### src/cmat_defines.svh
// matrix size, element count, memory geometry and adder latency macros
`ifndef CMAT_DEFINES_SVH
`define CMAT_DEFINES_SVH

// rows and columns of every matrix
`define CMAT_N 2

// elements per matrix
`define CMAT_ELEMS (`CMAT_N * `CMAT_N)

// complex words in the shared memory
`define MEM_DEPTH 64

// address width of the shared memory
`define MEM_AW 6

// cycles from in_stb to out_stb of fp64_add
`define FP_ADD_LAT 3

`endif

### src/cmat_pkg.sv
// complex element, memory request, op enum and command types
`include "cmat_defines.svh"

package cmat_pkg;

    // IEEE double real and imaginary halves
    typedef struct packed {
        logic [63:0] re;
        logic [63:0] im;
    } cplx_t;

    // one access to the shared memory
    typedef struct packed {
        logic               we;
        logic [`MEM_AW-1:0] addr;
        cplx_t              wdata;
    } mem_req_t;

    // encoding also indexes the busy vector of the top level
    typedef enum logic {
        OP_ADD    = 1'b0,
        OP_CONJ_T = 1'b1
    } cmat_op_e;

    // base addresses of the operand and result matrices
    typedef struct packed {
        cmat_op_e           op;
        logic [`MEM_AW-1:0] src_a;
        logic [`MEM_AW-1:0] src_b;
        logic [`MEM_AW-1:0] dst;
    } cmat_cmd_t;

endpackage

### src/cmat_conj_transpose.sv
// conjugate-transpose engine copying a source matrix into a destination region
`include "cmat_defines.svh"

module cmat_conj_transpose
    import cmat_pkg::*;
(
    input  logic      clk,
    input  logic      rst,
    input  logic      cmd_stb,
    input  cmat_cmd_t cmd,
    output mem_req_t  mem_req,
    output logic      mem_valid,
    input  logic      mem_gnt,
    input  logic      rvalid,
    input  cplx_t     rdata,
    output logic      busy,
    output logic      done
);

    localparam int JW = $clog2(`CMAT_N + 1);

    typedef enum logic [1:0] {
        S_IDLE,
        S_RD,
        S_WAIT,
        S_WR
    } state_e;

    state_e        state;
    logic [JW-1:0] row;
    logic [JW-1:0] col;
    cmat_cmd_t     cmd_q;
    cplx_t         data_q;
    logic          start;
    logic          last_col;

    assign start    = cmd_stb && (cmd.op == OP_CONJ_T);
    assign last_col = (col == JW'(`CMAT_N - 1));
    assign busy     = (state != S_IDLE);

    // read at row*N+col, write at col*N+row
    always_comb begin
        mem_valid     = (state == S_RD) || (state == S_WR);
        mem_req.we    = (state == S_WR);
        mem_req.wdata = data_q;
        if (state == S_WR) begin
            mem_req.addr = cmd_q.dst + `MEM_AW'(col * `CMAT_N + row);
        end else begin
            mem_req.addr = cmd_q.src_a + `MEM_AW'(row * `CMAT_N + col);
        end
    end

    always_ff @(posedge clk) begin
        if (rst) begin
            state <= S_IDLE;
            row   <= '0;
            col   <= '0;
            done  <= 1'b0;
        end else begin
            done <= 1'b0;
            case (state)
                S_IDLE: if (start) begin
                    cmd_q <= cmd;
                    row   <= '0;
                    col   <= '0;
                    state <= S_RD;
                end
                S_RD: if (mem_gnt) state <= S_WAIT;
                S_WAIT: if (rvalid) begin
                    // conjugate by flipping the imaginary sign bit
                    data_q <= '{re: rdata.re, im: {~rdata.im[63], rdata.im[62:0]}};
                    state  <= S_WR;
                end
                S_WR: if (mem_gnt) begin
                    state <= S_RD;
                    if (last_col) begin
                        col <= '0;
                        row <= row + 1'b1;
                        if (row == JW'(`CMAT_N - 1)) begin
                            done  <= 1'b1;
                            state <= S_IDLE;
                        end
                    end else begin
                        col <= col + 1'b1;
                    end
                end
                default: state <= S_IDLE;
            endcase
        end
    end

    assert property (@(posedge clk) disable iff (rst) start |-> !busy);

    // a stalled request must wait unchanged for the arbiter
    assert property (@(posedge clk) disable iff (rst)
        (mem_valid && !mem_gnt) |=> (mem_valid && $stable(mem_req)));

endmodule

### config.mk
export PLATFORM = sky130hd
export DESIGN_NAME = cmat_conj_transpose
export DESIGN_NICKNAME = d
export VERILOG_FILES = /design/src/cmat_pkg.sv /design/src/cmat_conj_transpose.sv
export VERILOG_INCLUDE_DIRS = /design/src /design/src/src
export SDC_FILE = /design/constraint.sdc
export NUM_CORES = 1
export LEC_CHECK = 0
export ABC_AREA = 1
export BUFFER_PORTS_ARGS = -buffer_cell sky130_fd_sc_hd__buf_4
export CAP_MARGIN = 20
export CORE_MARGIN = 2
export CORE_UTILIZATION = 41
export CTS_BUF_LIST = sky130_fd_sc_hd__clkbuf_4 sky130_fd_sc_hd__clkbuf_8
export CTS_CLUSTER_DIAMETER = 200
export DETAILED_ROUTE_END_ITERATION = 6
export PLACE_DENSITY = 0.79
export SYNTH_ARGS = -nofsm -noshare
export SYNTH_HDL_FRONTEND = slang
export SYNTH_SLANG_ARGS = --single-unit
### constraint.sdc
create_clock -name clk -period 7.49 [get_ports clk]
set_input_delay 1.498 -clock clk [delete_from_list [all_inputs] [get_ports clk]]
set_output_delay 1.498 -clock clk [all_outputs]
set_load 0.02 [all_outputs]
==> summary.md <==
| Metric | Value |
|---|---|
| Outcome | finished clean |
| Die Y | approximately 110 um |
| Max IR drop VDD | between 200 and 250 uV |
| Post-synthesis xor/xnor area fraction | 0% |
| WL per Instance | between 15 and 20 um |
| Crit path DAT | between 2 and 3 ns |
| Cells after Synth | between 200 and 300 |
| Postcts setup bufs | 0 |
| RSZ-0062 raised after global routing | no |
| R2r endpoint | mem_req[116]$_DFFE_PP_ |
| # hold bufs at CTS | 0 |
| WP data required | between 5 and 6 ns |
| Reg-to-Reg Start | state[0]$_SDFFE_PP0P_ |
| Cell count along the critical path | 11 |
| Resize count post-CTS | 0 |
| Compound-Gate Fraction of Synth Area | 1.46% |
| PD cells | around 270 mW/mm^2 |
| ANT nets after route | 0 |
| Final Cycle Share | 56.3% |
| Crit path max-delay family | adder cells |
| Synthesized flop and latch total | ~150 |
| Crit-path cells | fa_1, ha_1, inv_1, fa_1, nor2_1, nor2_1, nor2_1, nand2_1, nand3_1, nand2_1, buf_4 |
| Rel. slew slack | between 30% and 40% |
| First-pass GRT wire length | 19800 um |
| Crit path time final | 4.21 ns |
| Initial Util | a little over two fifths |
| Maximum fanout along the worst path | 6 |
| CTS max path bufs | 2 |
| DR DRC count | 0 |
| Simple-Gate Fraction of Synth Area | 5.03% |
| Clock root buffer | clkbuf_8 |
| CP Buf/Inv Count | 2 |
| Most frequent CP cell | nor2_1 |
| Syn_nets | 440 |
| Antenna Cells | 0 |
| Crit. End Element | output port |
| TritonCTS buffer count | 17 |
| Setup CP Type | register to output port |
| Post-synthesis adder-cell area fraction | about 5.3% |
| Area of the multi-input gates | 613 sq um |
| Fillcell total | between 800 and 900 |
| Core area | about 0.012 sq mm |
| Clock skew | 0.0135 ns |
| Pre-CTS setup slack | 3.77 ns |
| Seq. cell area | approximately 0.0043 sq mm |
| CTS tree | done |
| Finished Layout Cells | roughly 730 |
| Final setup vio count | 0 |
| Vias in the first global route | roughly 3700 |
| NumNets Final | roughly 740 |
| Worst min path class | register to register |
| Clk Latency, worst-skew pair | around 0.46 ns |
| Max frequency | around 240 MHz |
| Top Ports | 290 |
| Leakage Power | around 3.3 nW |
| Gpl congestion | about 0.85 |
| CTS sink cnt | 147 |
| CP peak stage delay | 0.53 ns |
| Tightest Pin Transition | 1.02 ns |
| Multiplexer share of the synthesized area | less than 1% |
| Initial DRT Pass Iterations | 4 |
| H-Tree Depth | 4 |
| Fin Setup TNS | 0 ns |
| Post-Syn Area per Cell | about 19 sq um |
| Fin. Hold Viols | 0 |
| # port buffers | 283 |
| Critical Path Start Type | register |
| Vias per cell | ~4.7 |
| Area Growth Syn to Fin | 53.9% |
| Largest net degree at the start of global routing | 84 |
| Die area | approximately 0.013 sq mm |
| Initial antenna violation count | 0 |
| Largest family of logic cells by synthesized area | adder cells |
| CP Launch Point | col[0]$_SDFFE_PP0P_ |
| Synthesis Warnings | 0 |
| Row count | 40 |
| Grt ovf | 0 |
| Max_cap viols | 0 |
| Fin. max-slew vios | 0 |
| Overall Power | between 2 and 2.5 mW |
| Total global-route track usage | a little over a fifth |
| Post-DP HPWL | about 11000 um |
| Cell depth of the worst flop-to-flop path | 5 |
| Vias post-DR | 3428 |
| Reg clk slew, reported paths | about 0.080 ns |
| Cell Area, Synth | 0.00505 sq mm |
| Reg2reg setup slack | approximately 5.5 ns |
| CP max-delay cell | fa_1 |
| Number of distinct library cells after synthesis | 19 |
| Final WL | around 14000 um |
| Sequential-to-total area share from yosys stat | a little under nine tenths |
| Final worst setup slack | around 3.3 ns |
| 1st-iter DRT viols | 229 |
| Share of cells above drive strength 1 | 54.6% |
| Crit path to | mem_req[133] |
| Die Width | approximately 110 um |
| Placed Cells incl. Taps | ~700 |
-- state kept, by name, summed over array words and instances, names as in the netlist --
signal and flops:
done 1, cmd_q 12, state 2, mem_req 128, row 2, col 2
-- final cells by class --
class | instances | area share (%)
timing repair buffer | 286 | 27.6
clock inverter | 14 | 1.87
tap | 147 | 2.37
sequential | 147 | 55.9
multi-input combinational | 96 | 7.89
clock buffer | 18 | 3.11
inverter | 25 | 1.21
-- kinds of logic after synthesis --
kind of cell	after synthesis
mux	1
flops	147
simple gates	63
compound gates	13
fa+ha+maj	19
buf+inv	26
-- per-stage QoR --
stage	hold slack, ns	utilization (%)	area [sq um]
finish	0.532	64.7	7770
floorplan	0.476	-	5050
global placement	0.501	61.5	7380
global route	0.564	64.7	7770
detailed placement	0.522	61.5	7380
CTS	0.534	64.7	7770
-- placed cells by master, fill, tap and decap left out, drive strengths merged, types with 2 or more instances in the layout --
cell      instances
nor2             16
nand3             9
edfxtp          140
nor3              3
fa                4
inv              31
dfxtp             7
clkinvlp          2
a21oi             4
o21ai             6
ha               15
buf             286
nand2            34
clkinv            5
clkbuf           18
-- per-layer routing --
metal  track usage, %  part of all wire (%)  wire, um  vias to the layer above
li1                 -                     -         -                     1587
met1             21.2                    32      4550                     1622
met2             35.5                    53      7400                      185
met3             13.3                    12      1670                       34
met4             7.87                   3.0       428                        0
met5                0                     0         0                        -
-- cell usage after synthesis --
| cell type | count | area (sq um) |
|---|---|---|
| mux2i_1 | 1 | 10.0 |
| o21ai_1 | 1 | 5.00 |
| o21ai_0 | 5 | 25.0 |
| o32ai_1 | 1 | 8.76 |
| nand3_1 | 9 | 45.0 |
| a21oi_1 | 4 | 20.0 |
| edfxtp_1 | 140 | 4200 |
| fa_1 | 4 | 80.1 |
| dfxtp_1 | 7 | 140 |
| nor3_1 | 3 | 15.0 |
| o21bai_1 | 1 | 7.51 |
| o211ai_1 | 1 | 7.51 |
| buf_2 | 1 | 5.00 |
| inv_2 | 1 | 3.75 |
| ha_1 | 15 | 188 |
| or2_0 | 1 | 6.26 |
| nor2_1 | 16 | 60.1 |
| nand2_1 | 34 | 128 |
| inv_1 | 24 | 90.1 |
-- worst reg2reg max path: stages, from the launching register on --
cell and delay (ns):
dfxtp_1 0.36, inv_1 0.09, ha_1 0.17, nand2_1 0.09
nor2_4 0.09, buf_4 0.76
-- how the worst min path moves through the flow --
stage	cells after the start	endpoint	slack, ns	startpoint
after floorplan	2	state[0]$_SDFFE_PP0P_	0.48	state[0]$_SDFFE_PP0P_
after global placement	2	state[0]$_SDFFE_PP0P_	0.50	state[0]$_SDFFE_PP0P_
after detailed placement	2	state[0]$_SDFFE_PP0P_	0.52	state[0]$_SDFFE_PP0P_
after CTS	2	state[0]$_SDFFE_PP0P_	0.53	state[0]$_SDFFE_PP0P_
after global routing	2	state[0]$_SDFFE_PP0P_	0.56	state[0]$_SDFFE_PP0P_
final	2	state[0]$_SDFFE_PP0P_	0.53	state[0]$_SDFFE_PP0P_
-- report_power, final --
| part | leakage, nW | switching [mW] | internal [mW] |
|---|---|---|---|
| sequential | 1.32 | 0.0336 | 0.982 |
| clock | 0.193 | 0.324 | 0.277 |
| combinational | 1.79 | 0.289 | 0.209 |
| total | 3.30 | 0.646 | 1.47 |
(Power assumes the default switching activity.)
