**src/mem_arbiter.sv**
```systemverilog
// fixed-priority three-way memory arbiter with read data steering
module mem_arbiter #(
    parameter type req_t = logic [7:0]
) (
    input  logic       clk,
    input  logic       rst,
    input  req_t       req_in [3],
    input  logic [2:0] valid_in,
    output logic [2:0] gnt,
    output req_t       req_out,
    output logic       valid_out,
    input  logic       rvalid,
    output logic [2:0] rvalid_out
);

    logic [2:0] gnt_q;

    // requester 0 wins, then 1, then 2
    always_comb begin
        gnt     = 3'b000;
        req_out = req_in[0];
        if (valid_in[0]) begin
            gnt = 3'b001;
        end else if (valid_in[1]) begin
            gnt     = 3'b010;
            req_out = req_in[1];
        end else if (valid_in[2]) begin
            gnt     = 3'b100;
            req_out = req_in[2];
        end
    end

    assign valid_out = |valid_in;

    // last cycle's winner owns any read data now returning
    always_ff @(posedge clk) begin
        if (rst) begin
            gnt_q <= 3'b000;
        end else begin
            gnt_q <= gnt;
        end
    end

    assign rvalid_out = gnt_q & {3{rvalid}};

    assert property (@(posedge clk) disable iff (rst) $onehot0(gnt));

    // memory only answers a request granted the cycle before
    assert property (@(posedge clk) disable iff (rst) rvalid |-> $past(valid_out));

endmodule

```
**config.mk**
```make
export PLATFORM = sky130hd
export DESIGN_NAME = mem_arbiter
export DESIGN_NICKNAME = d
export VERILOG_FILES = /design/src/mem_arbiter.sv
export SDC_FILE = /design/constraint.sdc
export NUM_CORES = 1
export LEC_CHECK = 0
export BUFFER_PORTS_ARGS = -buffer_cell sky130_fd_sc_hd__buf_2
export CAP_MARGIN = 0
export CORE_AREA = 8 8 45 47
export DETAILED_ROUTE_END_ITERATION = 10
export DIE_AREA = 0 0 53 55
export MAX_ROUTING_LAYER = met4
export PLACE_DENSITY = 0.7
export SLEW_MARGIN = 20
export SYNTH_ARGS = -nofsm -noshare
export SYNTH_HDL_FRONTEND = slang
export SYNTH_SLANG_ARGS = --single-unit
```
**constraint.sdc**
```tcl
create_clock -name clk -period 0.8 [get_ports clk]
set_input_delay 0.08 -clock clk [delete_from_list [all_inputs] [get_ports clk]]
set_output_delay 0.08 -clock clk [all_outputs]
set_load 0.03 [all_outputs]
```
==> metrics.txt, run 1 <==
routed via count=about 550; Num CTS Buffers=3; filler instances=between 100 and 150; hold buffers post-CTS=0; final hold violation count=0; Clock Path Buffers=2; antenna violations before repair=0; DRT Wirelength=about 1.5 mm; Design Area, Final=just over 800 um2; CP Data Required Time=a little over 700 ps; violated checks=setup timing; input/output buffers=44; Slew Limit Fails=0; nets@finish=135; Initial DRC Count=18; Tightest Pin Transition=about 300 ps; Die Y=approximately 55 um; CP top delay family=buffers and inverters; Syn Std Cell Area=~340 um2; Final period util=121%; prevailing post-synth register cell=dfxtp_1; gr usage total=between 10% and 20%; clock-pin slew on the worst setup and hold paths=approximately 40 ps; dominant cell type by area after synthesis=a222oi_1; initial cell density of the core=approximately 24%; footprint of the multi-input gates=255 um2; WHS Path Cells=2; DRC violation count after routing=0; slowest CP cell=a222oi_1; GP Congestion=0.728; Critical Path Max Stage Delay=330 ps; part of the Yosys area used for sequential elements=17.8%; Top reg by flops=gnt_q; H-tree depth=1; Area after DPL=between 600 and 700 um2; Register Area=61.3 um2; Setup crit start=valid_in[1]; Post-synth EDFFs=0; max reg flops=3; Synth top area share=between 20% and 30%; first-pass GRT wire length=around 2.2 mm; die area=between 0.002 and 0.003 mm2; final worst slack=-171 ps; row count=14; Hold Crit Start=rst; crit path max fanout=8; top-count cell post-synth=inv_1; WP buf/inv=2; Critical Setup Path Class=input pin to output pin; startpoint types=input pin; most frequent cells after synthesis=inv_1 (15), nor2_1 (8), a222oi_1 (7); via/cell ratio=roughly 4.6; top flop regs=gnt_q (3); DR WL/cell=roughly 13 um; synth top area cells=a222oi_1 (21%), dfxtp_1 (18%), inv_1 (17%), nor2_1 (8.9%), and2_1 (5.6%); Pwr per Cell Area=between 1000 and 1500 mW/mm2; leakage=~0.00046 uW; CTS tree=built; crit path capture type=output pin; fraction of registers with async set or reset after synthesis=0%; total gr overflow=0; RSZ-0062 raised after global routing=true; # diodes=0; core area=approximately 0.0014 mm2; area grow syn2layout=139%; Levels on crit path=4; Unique masters post-synth=15; FF+latch count, synth=3; Final setup viols=12; YS warnings=0; worst path cell trace=buf_12, nor2b_4, a222oi_1, buf_4; ratio of cells with drive above 1 in the final layout=64.4%; Post-Synthesis Cells=50; CTS root buf=clkbuf_4; syn avg cell area=a little under 7 um2; Routed Antenna Nets=0; slew margin rel.=79.9%; largest net degree at the start of global routing=9; Worst Path Arrival=just under 900 ps; Syn Nets=80; Peak VDD IR=between 0.4 and 0.5 mV; vias in the first global route=between 500 and 600; fmax=1030 MHz; Sink Count=3; clock period minus worst slack=a little under 1000 ps; worst hold path type=input pin to flop; dpl hpwl=between 1 and 1.5 mm; DR pass1 iterations=4; total power=approximately 890 uW; io pins=45; Max Cap Viol=0; status=complete, but fails checks; Die Wd=between 50 and 60 um
-- layout make-up --
| type | instances | share of cell area, % |
|---|---|---|
| Clock buffer | 4 | 3.27 |
| Tap cell | 16 | 2.49 |
| Multi-Input combinational cell | 29 | 31.7 |
| Timing Repair Buffer | 53 | 47.9 |
| Inverter | 15 | 7.00 |
| Sequential cell | 3 | 7.62 |
-- placed cells by master, fill, tap and decap left out, types with 2 or more instances in the layout --
cell type,netlist,final
clkbuf_4,0,3
buf_12,0,2
nor2_1,8,7
inv_1,15,15
buf_2,0,27
buf_6,1,6
dfxtp_1,3,2
buf_4,2,17
nor2b_4,0,2
a222oi_1,7,7
and2_4,0,3
-- timing repair --
| item | CTS | global route |
|---|---|---|
| setup buffers | 0 | 2 |
| setup endpoints to repair | 14 | 14 |
| endpoints found under the hold margin | 0 | 0 |
| cloned | 0 | 0 |
| pin swaps | 6 | 3 |
| resized for setup | 32 | 6 |
-- power by group --
part / internal (uW) / leakage [uW] / switching [uW]
Clock: 187 / 0.0000150 / 78.4
Combinational: 232 / 0.000424 / 237
Sequential: 157 / 0.0000250 / 1.35
Total: 575 / 0.000464 / 316
-- worst paths after layout --
kind          to  slack (ps)
max   req_out[2]        -170
min     gnt_q[0]          30
-- logic make-up (layout without fill, tap and decap cells) --
family	count (synthesis)	after routing	synth area share, %
buf+inv	18	72	24.5
simple gates	20	20	32.3
flops	3	3	17.8
compound gates	9	9	25.3
-- metrics by stage --
step                hold slack, ps  setup TNS [ps]  util [%]  instances  setup WS (ps)
detailed placement             277           -2420      46.2        114           -305
global placement               273           -2370      46.2        114           -284
global route                  20.2           -1910      58.1        120           -219
finish                        28.0           -1480      58.1        120           -171
floorplan                      152           -3520         -         50           -503
CTS                           28.5           -1580      55.7        118           -204
-- metal layers --
| layer | share of wire, % | routed length [um] | GRT usage (%) | vias up |
|---|---|---|---|---|
| li1 | - | - | - | 277 |
| met1 | 34 | 520 | 8.50 | 251 |
| met2 | 56 | 860 | 19.5 | 18 |
| met3 | 9.4 | 144 | 5.08 | 0 |
| met4 | 0 | 0 | 5.17 | 0 |
| met5 | 0 | 0 | - | - |
Note: power is estimated with default switching activity, not from simulation.
==> inputs of run 2 (changes only) <==
- PLACE_DENSITY: 0.7 -> unset
- PLACE_DENSITY_LB_ADDON: unset -> 0.1
==> run 2 against run 1 <==
  * The flow still finishes with violations (setup timing)
  * Utilization fell by 0.72 points
  * Power fell by 1.1%
  * Die area did not move
  * Critical path depth did not move
  * Global-route usage rose by 0.050 points
  * Critical endpoint is now req_out[6]
==> metrics.txt, run 2 (synthesis results as in run 1) <==
Top reg by flops=gnt_q (unchanged); initial cell density of the core=24.3% (unchanged); leakage=0.000453 uW (was 0.000464 uW); most frequent cells in the layout=buf_2 (28), inv_1 (15), buf_4 (14) (was buf_2 (27), buf_4 (17), inv_1 (15)); H-tree depth=1 (unchanged); total gr overflow=0 (unchanged); final hold slack=32.6 ps (was 28.0 ps); M3 GR Usage=3.21% (was 5.08%); total power=882 uW (was 892 uW); Die Wd=53 um (unchanged); Final setup viols=12 (unchanged); Critical Path Max Stage Delay=330 ps (about the same); final worst slack=-167 ps (was -171 ps); GR Util met2=18.8% (was 19.5%); worst path cell trace=buf_12, nor2b_4, a222oi_1, buf_4 (unchanged); clock-pin slew on the worst setup and hold paths=40 ps (about the same); antenna violations before repair=0 (unchanged); first-pass GRT wire length=2.26 mm (was 2.19 mm); Peak VDD IR=0.504 mV (was 0.459 mV); DR WL/cell=12.7 um (about the same); DRT Wirelength=1.50 mm (was 1.52 mm); met1 usage=10.8% (was 8.50%); top flop regs=gnt_q (3) (unchanged); Layout Cells excl Fill=118 (was 120); RSZ-0062 raised after global routing=true (unchanged); Sink Count=3 (unchanged); setup TNS=-1550 ps (was -1480 ps); input/output buffers=44 (unchanged); status=complete, but fails checks (unchanged); Routed Antenna Nets=0 (unchanged); nets@finish=133 (was 135); Worst Hold End=gnt_q[2] (was gnt_q[0]); Final period util=121% (about the same); routed via count=536 (was 546); dpl hpwl=1.16 mm (was 1.21 mm); Tightest Pin Transition=288 ps (was 301 ps); worst hold path type=input pin to flop (unchanged); crit path capture type=output pin (unchanged); Slew Limit Fails=0 (unchanged); violated checks=setup timing (unchanged); Hold Crit Start=rst (unchanged); hold buffers post-CTS=0 (unchanged); Clock Path Buffers=2 (unchanged); Max Cap Viol=0 (unchanged); most common cell after layout, fill and taps aside=buf_2 (unchanged); CTS tree=built (unchanged); io pins=45 (unchanged); Register Area=62.6 um2 (was 61.3 um2); # diodes=0 (unchanged); startpoint types=input pin (unchanged); CTS root buf=clkbuf_4 (unchanged); max reg flops=3 (unchanged); core area=0.00138 mm2 (unchanged); final hold violation count=0 (unchanged); gr usage total=10.6% (was 10.5%); Setup crit start=valid_in[1] (unchanged); die area=0.00292 mm2 (unchanged); via/cell ratio=4.54 (was 4.55); filler instances=139 (was 131); Num CTS Buffers=3 (unchanged); area grow syn2layout=136% (was 139%); slew margin rel.=80.8% (was 79.9%); WHS Path Cells=2 (unchanged); largest net degree at the start of global routing=9 (unchanged); slowest CP cell=a222oi_1 (unchanged); GP Congestion=0.680 (was 0.728); Worst Path Arrival=890 ps (about the same); footprint of the multi-input gates=265 um2 (was 255 um2); Critical Setup Path Class=input pin to output pin (unchanged); DRC violation count after routing=0 (unchanged); fmax=1030 MHz (about the same); Die Y=55 um (unchanged); global routing's busiest layer=met2 (unchanged); CP Data Required Time=720 ps (about the same); Initial DRC Count=30 (was 18); crit path max fanout=8 (unchanged); postcts setup bufs=0 (unchanged); DR pass1 iterations=4 (unchanged); placed cell count=114 (unchanged); Pwr per Cell Area=1110 mW/mm2 (about the same); row count=14 (unchanged); vias in the first global route=553 (was 562); ratio of cells with drive above 1 in the final layout=65.7% (was 64.4%); clock period minus worst slack=967 ps (was 971 ps)
==> run 2: area by class of cell <==
cell class	instances	share of cell area, %
Timing Repair Buffer	51	45.8
Multi-Input combinational cell	29	33.4
Sequential cell	3	7.87
Inverter	15	7.09
Clock buffer	4	3.31
Tap cell	16	2.52
==> run 2: metrics by stage <==
step	utilization, %	worst slack (ps)	cell area (um2)
2_1_floorplan	-	-503	360
3_3_place_gp	45.3	-304	627
3_5_place_dp	45.3	-303	627
4_1_cts	55.6	-163	769
5_1_grt	57.4	-218	795
6_report	57.4	-167	795
==> run 2: worst max path at each step <==
stage | to | slack, ps | cells after the start
after detailed placement | req_out[4] | -300 | 4
after global placement | req_out[6] | -300 | 4
after global routing | req_out[5] | -220 | 4
after CTS | req_out[4] | -160 | 4
final | req_out[6] | -170 | 4
after floorplan | req_out[0] | -500 | 3
==> run 2: power by group <==
part	total [uW]	internal [uW]	leakage (uW)	switching (uW)
sequential	159	157	0.0000255	1.90
combinational	458	224	0.000413	235
clock	265	187	0.0000150	77.9
==> run 2: critical path, delay by kind of cell <==
kind | cells | cell delay [ps]
buf+inv | 2 | 330
compound gates | 1 | 330
simple gates | 1 | 140
==> run 2: metal layers <==
metal	share of wire, %	vias up	wire [um]
li1	-	274	-
met1	38	237	575
met2	54	25	814
met3	7.5	0	112
met4	0	0	0
met5	0	-	0
==> run 2: what timing repair did <==
item	in CTS	in global routing
resized for setup	36	6
pin swaps	5	3
setup endpoints to repair	13	13
