==> src/cmat_defines.svh <==
// matrix size, element count, memory geometry and adder latency macros
`ifndef CMAT_DEFINES_SVH
`define CMAT_DEFINES_SVH

// rows and columns of every matrix
`define CMAT_N 2

// elements per matrix
`define CMAT_ELEMS (`CMAT_N * `CMAT_N)

// complex words in the shared memory
`define MEM_DEPTH 64

// address width of the shared memory
`define MEM_AW 6

// cycles from in_stb to out_stb of fp64_add
`define FP_ADD_LAT 3

`endif

==> src/cmat_pkg.sv <==
// complex element, memory request, op enum and command types
`include "cmat_defines.svh"

package cmat_pkg;

    // IEEE double real and imaginary halves
    typedef struct packed {
        logic [63:0] re;
        logic [63:0] im;
    } cplx_t;

    // one access to the shared memory
    typedef struct packed {
        logic               we;
        logic [`MEM_AW-1:0] addr;
        cplx_t              wdata;
    } mem_req_t;

    // encoding also indexes the busy vector of the top level
    typedef enum logic {
        OP_ADD    = 1'b0,
        OP_CONJ_T = 1'b1
    } cmat_op_e;

    // base addresses of the operand and result matrices
    typedef struct packed {
        cmat_op_e           op;
        logic [`MEM_AW-1:0] src_a;
        logic [`MEM_AW-1:0] src_b;
        logic [`MEM_AW-1:0] dst;
    } cmat_cmd_t;

endpackage

==> src/fp64_add.sv <==
// three-stage IEEE double adder with denormal flush and round to nearest even
module fp64_add (
    input  logic        clk,
    input  logic        rst,
    input  logic [63:0] a,
    input  logic [63:0] b,
    input  logic        in_stb,
    output logic [63:0] z,
    output logic        out_stb
);

    // leading zeros of a 56-bit mantissa
    function automatic logic [5:0] lzc56(input logic [55:0] v);
        logic [5:0] n;
        n = 6'd56;
        for (int k = 0; k < 56; k++) begin
            if (v[k]) begin
                n = 6'(55 - k);
            end
        end
        return n;
    endfunction

    logic [10:0]        ea;
    logic [10:0]        eb;
    logic [10:0]        e_l;
    logic [10:0]        e_s;
    logic [10:0]        e_diff;
    logic [52:0]        ma;
    logic [52:0]        mb;
    logic [52:0]        m_l;
    logic [52:0]        m_s;
    logic               a_big;
    logic [5:0]         sh;
    logic [111:0]       wide;

    logic               s1_valid;
    logic               s1_sign;
    logic               s1_sub;
    logic [10:0]        s1_exp;
    logic [55:0]        s1_ml;
    logic [55:0]        s1_ms;

    logic               s2_valid;
    logic               s2_sign;
    logic               s2_sub;
    logic [10:0]        s2_exp;
    logic [56:0]        s2_sum;

    logic [5:0]         lz;
    logic [55:0]        norm;
    logic signed [12:0] e_n;
    logic signed [12:0] e_r;
    logic               rnd;
    logic [53:0]        mant;
    logic [51:0]        frac;
    logic [63:0]        z_n;

    // stage 1: unpack, order by magnitude, align the smaller operand
    always_comb begin
        ea = a[62:52];
        eb = b[62:52];
        // denormals count as zero
        ma = (ea == 11'd0) ? 53'd0 : {1'b1, a[51:0]};
        mb = (eb == 11'd0) ? 53'd0 : {1'b1, b[51:0]};
        a_big = {ea, ma} >= {eb, mb};
        e_l = a_big ? ea : eb;
        e_s = a_big ? eb : ea;
        m_l = a_big ? ma : mb;
        m_s = a_big ? mb : ma;
        e_diff = e_l - e_s;
        sh = (e_diff > 11'd60) ? 6'd60 : e_diff[5:0];
        // three guard bits on top, shifted-out bits land below
        wide = {m_s, 3'b000, 56'd0} >> sh;
    end

    // stage 3: normalize, round and pack
    always_comb begin
        lz = lzc56(s2_sum[55:0]);
        if (s2_sum[56]) begin
            norm = {s2_sum[56:2], s2_sum[1] | s2_sum[0]};
            e_n = $signed({2'b00, s2_exp}) + 13'sd1;
        end else begin
            norm = s2_sum[55:0] << lz;
            e_n = $signed({2'b00, s2_exp}) - $signed({7'd0, lz});
        end
        // guard, round, sticky sit in norm[2:0]
        rnd = norm[2] & (norm[3] | norm[1] | norm[0]);
        mant = {1'b0, norm[55:3]} + 54'(rnd);
        if (mant[53]) begin
            frac = mant[52:1];
            e_r = e_n + 13'sd1;
        end else begin
            frac = mant[51:0];
            e_r = e_n;
        end
        if (s2_sum == 57'd0) begin
            // exact cancellation gives +0, equal-sign zeros keep their sign
            z_n = {s2_sign & ~s2_sub, 63'd0};
        end else if (e_r < 13'sd1) begin
            z_n = 64'd0;
        end else begin
            z_n = {s2_sign, e_r[10:0], frac};
        end
    end

    always_ff @(posedge clk) begin
        s1_sign <= a_big ? a[63] : b[63];
        s1_sub  <= a[63] ^ b[63];
        s1_exp  <= e_l;
        s1_ml   <= {m_l, 3'b000};
        s1_ms   <= {wide[111:57], wide[56] | (|wide[55:0])};

        // stage 2: magnitude add or subtract, larger operand first
        s2_sign <= s1_sign;
        s2_sub  <= s1_sub;
        s2_exp  <= s1_exp;
        if (s1_sub) begin
            s2_sum <= {1'b0, s1_ml} - {1'b0, s1_ms};
        end else begin
            s2_sum <= {1'b0, s1_ml} + {1'b0, s1_ms};
        end

        z <= z_n;
    end

    always_ff @(posedge clk) begin
        if (rst) begin
            s1_valid <= 1'b0;
            s2_valid <= 1'b0;
            out_stb  <= 1'b0;
        end else begin
            s1_valid <= in_stb;
            s2_valid <= s1_valid;
            out_stb  <= s2_valid;
        end
    end

endmodule

==> src/cmat_add_engine.sv <==
// element-wise complex matrix add engine with a memory request FSM
`include "cmat_defines.svh"

module cmat_add_engine
    import cmat_pkg::*;
(
    input  logic      clk,
    input  logic      rst,
    input  logic      cmd_stb,
    input  cmat_cmd_t cmd,
    output mem_req_t  mem_req,
    output logic      mem_valid,
    input  logic      mem_gnt,
    input  logic      rvalid,
    input  cplx_t     rdata,
    output logic      busy,
    output logic      done
);

    localparam int IW = $clog2(`CMAT_ELEMS + 1);

    typedef enum logic [2:0] {
        S_IDLE,
        S_RD_A,
        S_RD_B,
        S_WAIT_B,
        S_ISSUE,
        S_WAIT_SUM,
        S_WR
    } state_e;

    state_e        state;
    logic [IW-1:0] idx;
    cmat_cmd_t     cmd_q;
    cplx_t         a_q;
    cplx_t         b_q;
    cplx_t         sum_q;
    logic          start;
    logic          last;
    logic          add_stb;
    logic          re_stb;
    logic          im_stb;
    logic [63:0]   re_z;
    logic [63:0]   im_z;

    assign start   = cmd_stb && (cmd.op == OP_ADD);
    assign last    = (idx == IW'(`CMAT_ELEMS - 1));
    assign add_stb = (state == S_ISSUE);
    assign busy    = (state != S_IDLE);

    fp64_add u_add_re (
        .clk(clk), .rst(rst), .a(a_q.re), .b(b_q.re), .in_stb(add_stb),
        .z(re_z), .out_stb(re_stb)
    );

    fp64_add u_add_im (
        .clk(clk), .rst(rst), .a(a_q.im), .b(b_q.im), .in_stb(add_stb),
        .z(im_z), .out_stb(im_stb)
    );

    // request stays put until granted since it depends only on state and idx
    always_comb begin
        mem_valid     = (state == S_RD_A) || (state == S_RD_B) || (state == S_WR);
        mem_req.we    = (state == S_WR);
        mem_req.wdata = sum_q;
        case (state)
            S_RD_B:  mem_req.addr = cmd_q.src_b + `MEM_AW'(idx);
            S_WR:    mem_req.addr = cmd_q.dst + `MEM_AW'(idx);
            default: mem_req.addr = cmd_q.src_a + `MEM_AW'(idx);
        endcase
    end

    always_ff @(posedge clk) begin
        if (rst) begin
            state <= S_IDLE;
            idx   <= '0;
            done  <= 1'b0;
        end else begin
            done <= 1'b0;
            case (state)
                S_IDLE: if (start) begin
                    cmd_q <= cmd;
                    idx   <= '0;
                    state <= S_RD_A;
                end
                S_RD_A: if (mem_gnt) state <= S_RD_B;
                S_RD_B: begin
                    // A returns while B is still being requested
                    if (rvalid) a_q <= rdata;
                    if (mem_gnt) state <= S_WAIT_B;
                end
                S_WAIT_B: if (rvalid) begin
                    b_q   <= rdata;
                    state <= S_ISSUE;
                end
                S_ISSUE: state <= S_WAIT_SUM;
                S_WAIT_SUM: if (re_stb) begin
                    sum_q <= '{re: re_z, im: im_z};
                    state <= S_WR;
                end
                S_WR: if (mem_gnt) begin
                    if (last) begin
                        done  <= 1'b1;
                        state <= S_IDLE;
                    end else begin
                        idx   <= idx + 1'b1;
                        state <= S_RD_A;
                    end
                end
                default: state <= S_IDLE;
            endcase
        end
    end

    assert property (@(posedge clk) disable iff (rst) start |-> !busy);

    // both halves come back together, FP_ADD_LAT cycles after launch
    assert property (@(posedge clk) disable iff (rst)
        add_stb |-> ##`FP_ADD_LAT (re_stb && im_stb));

endmodule

==> config.mk <==
export PLATFORM = sky130hd
export DESIGN_NAME = cmat_add_engine
export DESIGN_NICKNAME = d
export VERILOG_FILES = /design/src/cmat_pkg.sv /design/src/fp64_add.sv /design/src/cmat_add_engine.sv
export VERILOG_INCLUDE_DIRS = /design/src /design/src/src
export SDC_FILE = /design/constraint.sdc
export NUM_CORES = 2
export LEC_CHECK = 0
export ABC_AREA = 1
export CORE_MARGIN = 4
export CORE_UTILIZATION = 60
export CTS_CLUSTER_DIAMETER = 50
export DETAILED_ROUTE_END_ITERATION = 8
export DONT_BUFFER_PORTS = 1
export HOLD_SLACK_MARGIN = 0.02
export PLACE_DENSITY_LB_ADDON = 0.2
export SYNTH_ARGS = -nofsm -noshare
export SYNTH_HDL_FRONTEND = slang
export SYNTH_SLANG_ARGS = --single-unit
==> constraint.sdc <==
create_clock -name clk -period 15.8 [get_ports clk]
set_input_delay 1.58 -clock clk [delete_from_list [all_inputs] [get_ports clk]]
set_output_delay 1.58 -clock clk [all_outputs]
set_load 0.01 [all_outputs]
==> results.py <==
metrics = {
    "status": {
        "outcome": "complete, no violations",
    },
    "routing": {
        "routedWlPerCell_um": 19.68,
        "vias_per_cell": 5.956,
        "via_count": 59877,
        "totalWireLength_mm": 197.8,
        "firstDrtPassIters": 7,
        "drc": 0,
        "drt-initial-drc-count": 7250,
        "route.antenna.remaining_nets": 0,
    },
    "setup_path": {
        "r2r-start": "b_q[54]$_DFFE_PP_",
        "critical_path_buf_inv_count": 7,
        "critPathTopFamily": "simple AND/OR/NAND/NOR gates",
        "setup.worst_path.start": "b_q[54]$_DFFE_PP_",
        "worst_ep_arrival_time_ns": 10.87,
        "cp.required_ns": 16.39,
        "cpPeakStageDelay_ns": 0.65,
        "worst-path-max-fanout": 87,
        "crit_top_cell": "nand3_1",
        "cp-end-kind": "flip-flop",
        "crit_slowest_cell": "nor4_1",
        "r2r_cells": 39,
        "worstSetupPathType": "flip-flop to flip-flop",
        "cp-start-kind": "flip-flop",
        "crit_cells": 39,
    },
    "die": {
        "dieArea_sq_um": 108900,
        "chipWidth_um": 330.0,
        "rows": 117,
        "initial_core_util_pct": 60.81,
        "die_y_um": 330.0,
        "core-area_sq_um": 102300,
        "ioPinCount": 290,
    },
    "pwr": {
        "p_leak_nw": 29.86,
        "p_per_area_nw_per_um2": 128.5,
        "fin_total_pwr_mw": 8.536,
        "ir_drop_uv": 133.8,
    },
    "timing": {
        "tightest_slew_ns": 1.129,
        "finClkSkew_ns": 0.03243,
        "slew_viol_final": 0,
        "whs_ns": 0.3282,
        "slew_headroom_pct": 23.97,
        "hold_viol_final": 0,
        "rsz0062_at_grt": "no",
        "post-route-min-period_ns": 10.28,
        "final.setup.worst_slack_ns": 5.522,
        "setup_tns_ns": 0,
        "setup_violations": 0,
        "fin_crit_sh_pct": 65.05,
        "max_freq_mhz": 97.30,
    },
    "grt": {
        "grt_usage_pct": 35.01,
        "grt_pass1_wl_mm": 303.2,
        "grt_overflow": 0,
        "grt_pass1_vias": 54276,
        "grt_max_degree": 129,
        "antenna_found_initial": 12,
    },
    "placed_design": {
        "io_buffers": 0,
        "place_inst": 9846,
        "hpwl_mm": 151.9,
        "placed_area_sq_um": 62860,
        "routabilityCongestion": 1.016,
        "dp_slack_ns": 5.883,
    },
    "clocking": {
        "cts_tree": "built",
        "postCtsSetupBuffers": 0,
        "cts.reportedPaths.clkPinSlew_ns": 0.06,
        "htree_levels": 3,
        "ctsResizeCount": 0,
        "clock-sinks": 924,
        "postCtsHoldBufs": 0,
        "clockBufferDepth": 3,
        "cts-root-buf": "clkbuf_16",
        "numCtsBuffers": 102,
        "insertion_delay_ns": 0.71,
    },
    "finish": {
        "nNetsFinal": 9106,
        "multiInputGateArea_sq_um": 34340,
        "finish.instance_area_sq_um": 66410,
        "final_util_pct": 64.90,
        "fill_cells": 9049,
        "seqCellArea_sq_um": 22520,
        "areaGrowthSynthToFinish_pct": 6.734,
        "drive_above_1_share_pct": 4.199,
        "final_cells": 10053,
    },
    "worst_hold_path": {
        "worst_hold_path.num_cells": 0,
        "hp-class": "flip-flop to flip-flop",
        "worstHoldStart": "u_add_re.s1_sign$_DFF_P_",
    },
    "synthesis": {
        "synth-warning-count": 0,
        "syn_nets": 9343,
        "syn_inst": 8819,
        "ys_seq_elements": 924,
        "synth.largest_area_cell": "edfxtp_1",
        "yosys-top-cells-area": "edfxtp_1, dfxtp_1, nand2_1",
        "synthTopCellsByCount": "nand2_1, nand3_1, inv_1, o21ai_0, nor2_1",
        "netlist_area_sq_um": 62220,
        "synth_cell_types": 69,
        "synth_async_sr_flop_share_pct": 0,
        "synth-main-ff-cell": "dfxtp_1",
        "synth_edf_count": 402,
        "syn_avg_cell_area_sq_um": 7.055,
        "yosysSeqAreaShare_pct": 36.20,
        "synth_top_area_share_pct": 19.40,
        "synth_most_common_cell": "nand2_1",
    },
    "job": {
        "maxCapViolCount": 0,
    },
}
==> cells by family after synthesis <==
family | after synthesis | synth area share (%)
AO/OA/AOI/OAI | 1562 | 13.85
XOR/XNOR | 254 | 3.575
adder cells (fa/ha/maj) | 372 | 7.541
buffers and inverters | 1414 | 8.884
flip-flops | 924 | 36.20
multiplexers | 61 | 0.9813
AND/OR/NAND/NOR | 4232 | 28.98
==> sequential cells by signal (all words and copies together) (netlist names), 3 cells and up <==
register         flops
b_q                128
u_add_im.s2_sum     57
u_add_im.s1_exp     11
u_add_re.s1_exp     11
state                3
mem_req            128
a_q                128
u_add_re.s2_sum     57
u_add_re.z          64
u_add_re.s1_ml      53
u_add_re.s1_ms      56
u_add_im.s2_exp     11
u_add_im.z          64
idx                  3
u_add_im.s1_ml      53
cmd_q               18
u_add_re.s2_exp     11
u_add_im.s1_ms      56
==> cell type report <==
| cell class | instances | area share, % |
|---|---|---|
| flip-flops and latches | 924 | 33.91 |
| inverters | 1012 | 5.720 |
| clock buffers | 125 | 4.160 |
| repair buffers | 61 | 0.7272 |
| multi-input cells | 6481 | 51.71 |
| clock inverters | 66 | 1.130 |
| well taps | 1368 | 2.577 |
| diodes | 16 | 0.06029 |
==> per-layer routing <==
metal | up-vias | GRT usage (%) | share of wire, %
met2 | 3089 | 50.38 | 40
met1 | 27384 | 52.11 | 45
met3 | 402 | 7.622 | 11
li1 | 28996 | - | -
met4 | 6 | 11.55 | 3.5
met5 | - | 0 | 0.029
==> final timing paths <==
kind | slack (ns) | endpoint
worst max-delay path | 5.52 | u_add_im.s1_ms[0]$_DFF_P_
worst min-delay path | 0.33 | u_add_re.s2_sign$_DFF_P_
worst max register to register | 5.52 | u_add_im.s1_ms[0]$_DFF_P_
worst min register to register | 0.33 | u_add_re.s2_sign$_DFF_P_
==> where the power goes <==
part,switching (mW),leakage [nW],internal (mW)
registers,0.229,7.98,2.87
clock network,1.03,1.70,1.39
logic,2.10,20.2,0.915
total,3.36,29.9,5.18
==> cell usage in the layout, fill, tap and decap left out, drive strengths merged, types with 138 or more instances in the layout <==
cell type	count
inv	1017
o21ai	798
nand2	2184
edfxtp	402
o22ai	138
xor2	208
a21oi	406
nor2	721
nand3	1038
ha	367
dfxtp	522
Power figures use the tool's default switching activity.
